## config.mk

```make
export PLATFORM = sky130hd
export DESIGN_NAME = delay_line
export DESIGN_NICKNAME = d
export VERILOG_FILES = /design/src/hw/delay_line.sv
export SDC_FILE = /design/constraint.sdc
export NUM_CORES = 1
export LEC_CHECK = 0
export BUFFER_PORTS_ARGS = -buffer_cell sky130_fd_sc_hd__buf_2
export CELL_PAD_IN_SITES_DETAIL_PLACEMENT = 1
export CELL_PAD_IN_SITES_GLOBAL_PLACEMENT = 2
export CORE_ASPECT_RATIO = 0.8
export CORE_MARGIN = 1.5
export CORE_UTILIZATION = 21
export CTS_CLUSTER_DIAMETER = 200
export DETAILED_ROUTE_END_ITERATION = 12
export MAX_ROUTING_LAYER = met4
export PLACE_DENSITY_LB_ADDON = 0.1
export REMOVE_ABC_BUFFERS = 1
export SLEW_MARGIN = 20
export SYNTH_ARGS = -nofsm -noshare
export SYNTH_HDL_FRONTEND = slang
export SYNTH_SLANG_ARGS = --single-unit
export TNS_END_PERCENT = 1
```

## constraint.sdc

```tcl
create_clock -name clk -period 0.8 [get_ports clk]
set_input_delay 0.04 -clock clk [delete_from_list [all_inputs] [get_ports clk]]
set_output_delay 0.04 -clock clk [all_outputs]
set_load 0.01 [all_outputs]
```

## src/hw/delay_line.sv

```systemverilog
// Fixed delay of LAT cycles, LAT must be at least 1
`default_nettype none
`timescale 1ns/10ps

module delay_line #(
  parameter int LAT   = 1,
  parameter int WIDTH = 32
) (
  input  wire logic             clk,
  input  wire logic             rst,
  input  wire logic [WIDTH-1:0] data_in,
  output logic      [WIDTH-1:0] data_out
);

  logic [WIDTH-1:0] stage [LAT];

  always_ff @(posedge clk) begin
    if (rst) begin
      for (int i = 0; i < LAT; i++) begin
        stage[i] <= '0;
      end
    end else begin
      stage[0] <= data_in;
      for (int i = 1; i < LAT; i++) begin
        stage[i] <= stage[i-1];
      end
    end
  end

  assign data_out = stage[LAT-1];

endmodule

`default_nettype wire

```

-- Word level (Yosys, flattened, before mapping)
Memory sizes are Yosys's and may differ from the RTL's.
Index checks and enable logic that the tools add are counted.
- output and inout bits: 32
- bits in latches: 0
- memories kept: 1
- bits in registers: 0
- word-level logic and storage cells: 7
- ROM bits: 0
- memory bits (writable): 32
- bits of input ports: 34
- memories (memory ; depth ; width ; read ports ; clocked after Yosys merged registers in ; wr ports ; RTL line ; source):
    stage ; 1 ; 32 ; 1 ; 0 ; 1 ; 15 ; logic [WIDTH-1:0] stage [LAT];
- add/subtract/negate cells: 0
- order comparisons: 0
- equal/unequal tests: 0
- $mul: 0
- shift operators: 0
- divide/modulo/power cells: 0
- reductions and logical operators: 1
- bitwise logic cells: 0
- mux-type cells: 5
- operator list (operator ; count):
    $mux W32 ; 1
    $reduce_or A32 Y1 ; 1
    $mux W1 ; 4

-- Depth between registers and ports, before layout
Gate-level depths: netlist (run 1).
- word-level depth: 3
- gate-level depth with buffers: 2
- gate-level depth less buffers: 1

-- Worst setup path before layout (run 1)
Ideal clock, no wire load.
- path type: reg-to-output
- start: memory stage[0][0]
- end: output data_out[0]
- arrival time: 331 ps
- slack: 429 ps
- cell stages (with the launch flop): 1
- required time: 760 ps
- path buffers: 0
- cell sequence: dfxtp_1
- longest elaborated chain between the ends: 1
- RTL lines (item ; RTL line ; source):
    start: declaration ; 15 ;
    $mem_v2 Z1 W32 ; - ;
    end: declaration ; 12 ; output logic [WIDTH-1:0] data_out
Every way passes these cells.

-- Final worst setup path (run 1)
- start: memory stage[0][4]
- end: output data_out[4]
The elaborated chain is that of the path after synthesis.

==> impl_metrics.py, run 1 <==
metrics = {
    "run_status": {
        "status": "finished, final reports clean",
    },
    "yosys": {
        "synth-xor-area-share_pct": 0,
        "ys_seq_elements": 32,
        "synth_cell_types": 3,
        "yosysSeqAreaShare_pct": 74.2,
        "syn-cell-area_um2": 863,
        "synth_area_per_cell_um2": 12.9,
        "synth_top_family_by_area": "simple AND/OR/NAND/NOR gates",
        "synthCells": 67,
        "synth_compound_area_share_pct": 0,
        "ys_warn_count": 0,
        "synth_mux_area_share_pct": 0,
        "synth-simple-area-share_pct": 23.2,
        "synthAdderAreaFrac_pct": 0,
    },
    "finish": {
        "largest_reg_flops": 32,
        "fin_util_pct": 42.7,
        "final_cells": 224,
        "layout_commonest_cell": "buf_2",
        "drive_above_1_share_pct": 43.2,
        "insertedDiodeCount": 0,
        "final_cell_mix": "buf_2 (65), nor2b_1 (32), dlygate4sd3_1 (31), dfxtp_1 (31), clkbuf_8 (6)",
        "nets": 202,
        "top_register": "stage",
        "syn_to_final_growth_pct": 91.9,
        "reg_top3": "stage x32",
    },
    "timing": {
        "worstMarginPinSlew_ns": 0.137,
        "drv_slew": 0,
        "timing.setup.tns_ns": 0,
        "period_share_pct": 93.5,
        "finalHoldViolations": 0,
        "max_clock_freq_mhz": 1340,
        "period_minus_slack_ns": 0.748,
        "rsz0062_at_grt": "no",
        "slew_headroom_pct": 90.9,
        "setup_viol_count_final": 0,
    },
    "setup_path": {
        "worstPathArrival_ns": 0.71,
        "cp_num_buf_inv": 1,
        "worstPathCellList": "buf_2",
        "cp_max_fo": 1,
        "crit_family": "flip-flops",
        "crit_path_start": "stage[0][4]",
        "critPathSlowestCell": "dfxtp_2",
        "max_stage_delay_ns": 0.31,
        "path_class": "reg -> out",
        "required_ns": 0.76,
        "crit_path_start_kind": "flip-flop",
        "worst_setup_path_end_kind": "primary output",
    },
    "power_and_ir_drop": {
        "ir_drop_mv": 1.02,
        "power_uw": 3330,
        "power.density_nw_per_um2": 2010,
        "leakagePower_uw": 0.000804,
    },
    "floorplan": {
        "die_w_um": 74.7,
        "die-area_um2": 4510,
        "start_util_pct": 22.3,
        "ios": 66,
        "row_count": 20,
        "placeableCoreArea_um2": 3880,
        "die_h_um": 60.4,
    },
    "clocking": {
        "cts_root_buffer": "clkbuf_8",
        "cts_tree": "done",
        "post_cts_buffers": 0,
        "cts.clk_slew.worst_paths_ns": 0.06,
        "clock_path_buffers": 2,
        "cts_buffers": 5,
        "htreeDepth": 2,
        "clkSinkCount": 32,
    },
    "routing": {
        "first_pass_iters": 2,
        "drtAntennaViolNets": 0,
        "vias": 808,
        "drcViolationCount": 0,
        "vias_per_cell": 3.61,
        "wl_mm": 2.18,
        "first_iter_violations": 5,
        "wire_per_inst_um": 9.73,
    },
    "global_routing": {
        "grt_pass1_vias": 834,
        "grt_pass1_wl_mm": 3.48,
        "grt_max_degree": 33,
        "overflow": 0,
        "antenna_found_initial": 0,
        "track_usage_pct": 11.4,
    },
    "place": {
        "numPortBuffers": 65,
        "dp.cells": 185,
        "gp_congestion": 0.561,
    },
    "hold_path": {
        "hold_start": "data_in[11]",
        "hold_class": "in -> reg",
    },
    "job": {
        "max_cap_violations": 0,
    },
}
[routing by layer]
| layer | GRT usage, % | part of all wire (%) | up-vias |
|---|---|---|---|
| met5 | - | 0 | - |
| met4 | 8.57 | 3.0 | 0 |
| met3 | 3.99 | 8.0 | 8 |
| met2 | 20.2 | 53 | 43 |
| met1 | 10.2 | 36 | 357 |
| li1 | - | - | 400 |
[cell usage after synthesis (all sizes together)]
cell / n / share of area, %
buf: 3 / 2.6
dfxtp: 32 / 74
nor2b: 32 / 23
[final timing paths]
path,end,slack [ns],cells after the start
setup / recovery,data_out[4],0.05,1
hold / removal,stage[0][11],0.003,2
[area by class of cell]
class | count | area, um^2
Sequential cell | 32 | 642
Fill cell | 456 | 2220
Timing Repair Buffer | 97 | 656
Tap cell | 55 | 68.8
Clock buffer | 8 | 90.1
Multi-Input combinational cell | 32 | 200
[power breakdown]
group,switching (uW),internal [uW],total [uW]
Sequential,17.3,1680,1700
Combinational,149,259,408
Clock,522,700,1220
[through the flow]
| stage | setup slack, ns | instance area [um^2] | hold WS, ns |
|---|---|---|---|
| after global placement | 0.297 | 1250 | 0.248 |
| after global routing | 0.000914 | 1660 | 0.00954 |
| after floorplan | 0.429 | 841 | 0.112 |
| after detailed placement | 0.270 | 1250 | 0.255 |
| after CTS | 0.0288 | 1660 | 0.00247 |
| final | 0.0519 | 1660 | 0.00294 |
[timing repair]
action	4_1_cts	5_1_grt
setup endpoints to repair	0	1
endpoints found under the hold margin	31	0
resized for setup	0	1
hold buffers	31	0
[kinds of logic (layout without fill, tap and decap cells)]
logic type,after synthesis,in the layout
flops,32,32
simple gates,32,32
buf+inv,3,105
(Power assumes the default switching activity.)
==> run 2: changes to the inputs <==
Settings changed: CORE_UTILIZATION 21 to 22, REMOVE_ABC_BUFFERS 1 to not set.
Clock period 0.8 ns to 0.9 ns, I/O delays scaled along.
==> run 2 against run 1 <==
- global-route usage decreased by 0.74 points
- sequential power fell by 11%
- sequential cell count unchanged
- via count decreased by 1.6%
- combinational power decreased by 12%
- design area shrank 2.0%
- worst hold slack improved by 0.0035 ns
- sequential share of layout area increased by 0.70 points
- core utilization up 0.27 points
- die area shrank 4.3%
- clock-buffer cell count fell by 3
- largest cell class unchanged
==> impl_metrics.py, run 2 (synthesis results as in run 1) <==
metrics = {
    "finish": {
        "final-seq-area_um2": 641,
        "multi_input_area_um2": 200,
        "final_cell_mix": "buf_2 (65), nor2b_1 (32), dfxtp_1 (32)",
        "fillerInstances": 419,
        "nets": 201,
        "stdcell_area_um2": 1620,
        "drive_above_1_share_pct": 43.0,
        "layout_commonest_cell": "buf_2",
        "insertedDiodeCount": 0,
        "final_cells": 220,
        "fin_util_pct": 43.0,
        "top_register": "stage",
        "reg_top3": "stage x32",
        "largest_reg_flops": 32,
        "syn_to_final_growth_pct": 88.1,
    },
    "routing": {
        "drtAntennaViolNets": 0,
        "first_iter_violations": 8,
        "highest_layer": "met4",
        "wl_mm": 2.11,
        "drcViolationCount": 0,
        "vias_per_cell": 3.61,
        "m1WireLength_um": 746,
        "dr_wl_met3_um": 147,
        "first_pass_iters": 2,
        "vias": 795,
        "wire_per_inst_um": 9.57,
        "wl_met2_mm": 1.16,
    },
    "clocking": {
        "cts_root_buffer": "clkbuf_8",
        "cts_buffers": 5,
        "post_cts_buffers": 0,
        "htreeDepth": 2,
        "cts.clk_slew.worst_paths_ns": 0.06,
        "cts_hold_buffers": 30,
        "clock_path_buffers": 2,
        "clkSinkCount": 32,
        "cts_tree": "done",
        "cts.repair.resized": 0,
    },
    "power_and_ir_drop": {
        "seqPwrFrac_pct": 53.8,
        "ir_drop_mv": 0.680,
        "power_frac_clock_pct": 33.4,
        "power.density_nw_per_um2": 1730,
        "power.switching_uw": 587,
        "leakagePower_uw": 0.000790,
        "sw_frac_of_total_pct": 20.9,
        "p_comb_share_pct": 12.8,
        "p_int_uw": 2220,
    },
    "yosys": {
        "synth_nets": 101,
    },
    "floorplan": {
        "placeableCoreArea_um2": 3780,
        "ios": 66,
        "die_w_um": 73.0,
        "start_util_pct": 22.8,
        "row_count": 20,
        "die-area_um2": 4310,
        "die_h_um": 59.0,
    },
    "global_routing": {
        "grt_pass1_wl_mm": 3.17,
        "overflow": 0,
        "grt_pass1_vias": 782,
        "grt_max_degree": 33,
        "antenna_found_initial": 0,
        "track_usage_pct": 10.7,
    },
    "setup_path": {
        "crit_path_start_kind": "flip-flop",
        "critPathSlowestCell": "dfxtp_1",
        "max_stage_delay_ns": 0.31,
        "worstPathCellList": "buf_2",
        "path_class": "reg -> out",
        "worstSetupPathDepth": 1,
        "crit_family": "flip-flops",
        "required_ns": 0.85,
        "cp_max_fo": 1,
        "worst_setup_path_end_kind": "primary output",
        "cp_num_buf_inv": 1,
        "worstPathArrival_ns": 0.70,
    },
    "timing": {
        "drv_slew": 0,
        "setup_viol_count_final": 0,
        "rsz0062_at_grt": "no",
        "timing.setup.tns_ns": 0,
        "worstMarginPinSlew_ns": 0.135,
        "finalHoldViolations": 0,
        "period_minus_slack_ns": 0.747,
        "max_clock_freq_mhz": 1340,
        "slew_headroom_pct": 91.0,
        "period_share_pct": 83.0,
    },
    "hold_path": {
        "whs_path_depth": 2,
        "hold_class": "in -> reg",
    },
    "place": {
        "dp.cells": 185,
        "gp_congestion": 0.582,
        "placed_cell_area_um2": 1250,
        "place_hpwl_mm": 1.33,
        "numPortBuffers": 65,
    },
    "run_status": {
        "status": "finished, final reports clean",
    },
    "job": {
        "max_cap_violations": 0,
    },
}
## run 2: cell count changes in the layout (fill, tap and decap cells not counted), sizes merged
| cell | change |
|---|---|
| clkbuf | -3 |
| dlygate4sd3 | -1 |
## run 2: final timing paths
kind                      from            to  slack (ns)
setup / recovery  stage[0][26]  data_out[26]        0.15
hold / removal     data_in[17]  stage[0][17]       0.006
## run 2: stage by stage
stage | hold WS (ns) | total power (uW) | setup WS (ns)
floorplan | 0.117 | 1650 | 0.524
global placement | 0.251 | 1800 | 0.393
detailed placement | 0.261 | 1800 | 0.365
CTS | 0.0141 | 2870 | 0.131
global route | 0.0117 | 2940 | 0.0954
finish | 0.00641 | 2800 | 0.153
## run 2: metal layers
metal	global-route usage, %	vias up
li1	-	395
met4	7.28	0
met5	-	-
met3	4.08	8
met1	9.86	356
met2	18.4	36
## run 2: area by class of cell
cell class	instances	share of cell area [%]
Clock buffer	5	4.24
Timing Repair Buffer	96	39.8
Tap cell	55	4.24
Multi-Input combinational cell	32	12.3
Sequential cell	32	39.4
## run 2: power by group through the flow
stage                     combinational, uW  sequential [uW]  clock, uW
after CTS                               364             1510       1000
final                                   359             1510        936
after floorplan                        68.0             1580          0
after global routing                    397             1520       1030
after detailed placement                264             1540          0
after global placement                  259             1540          0
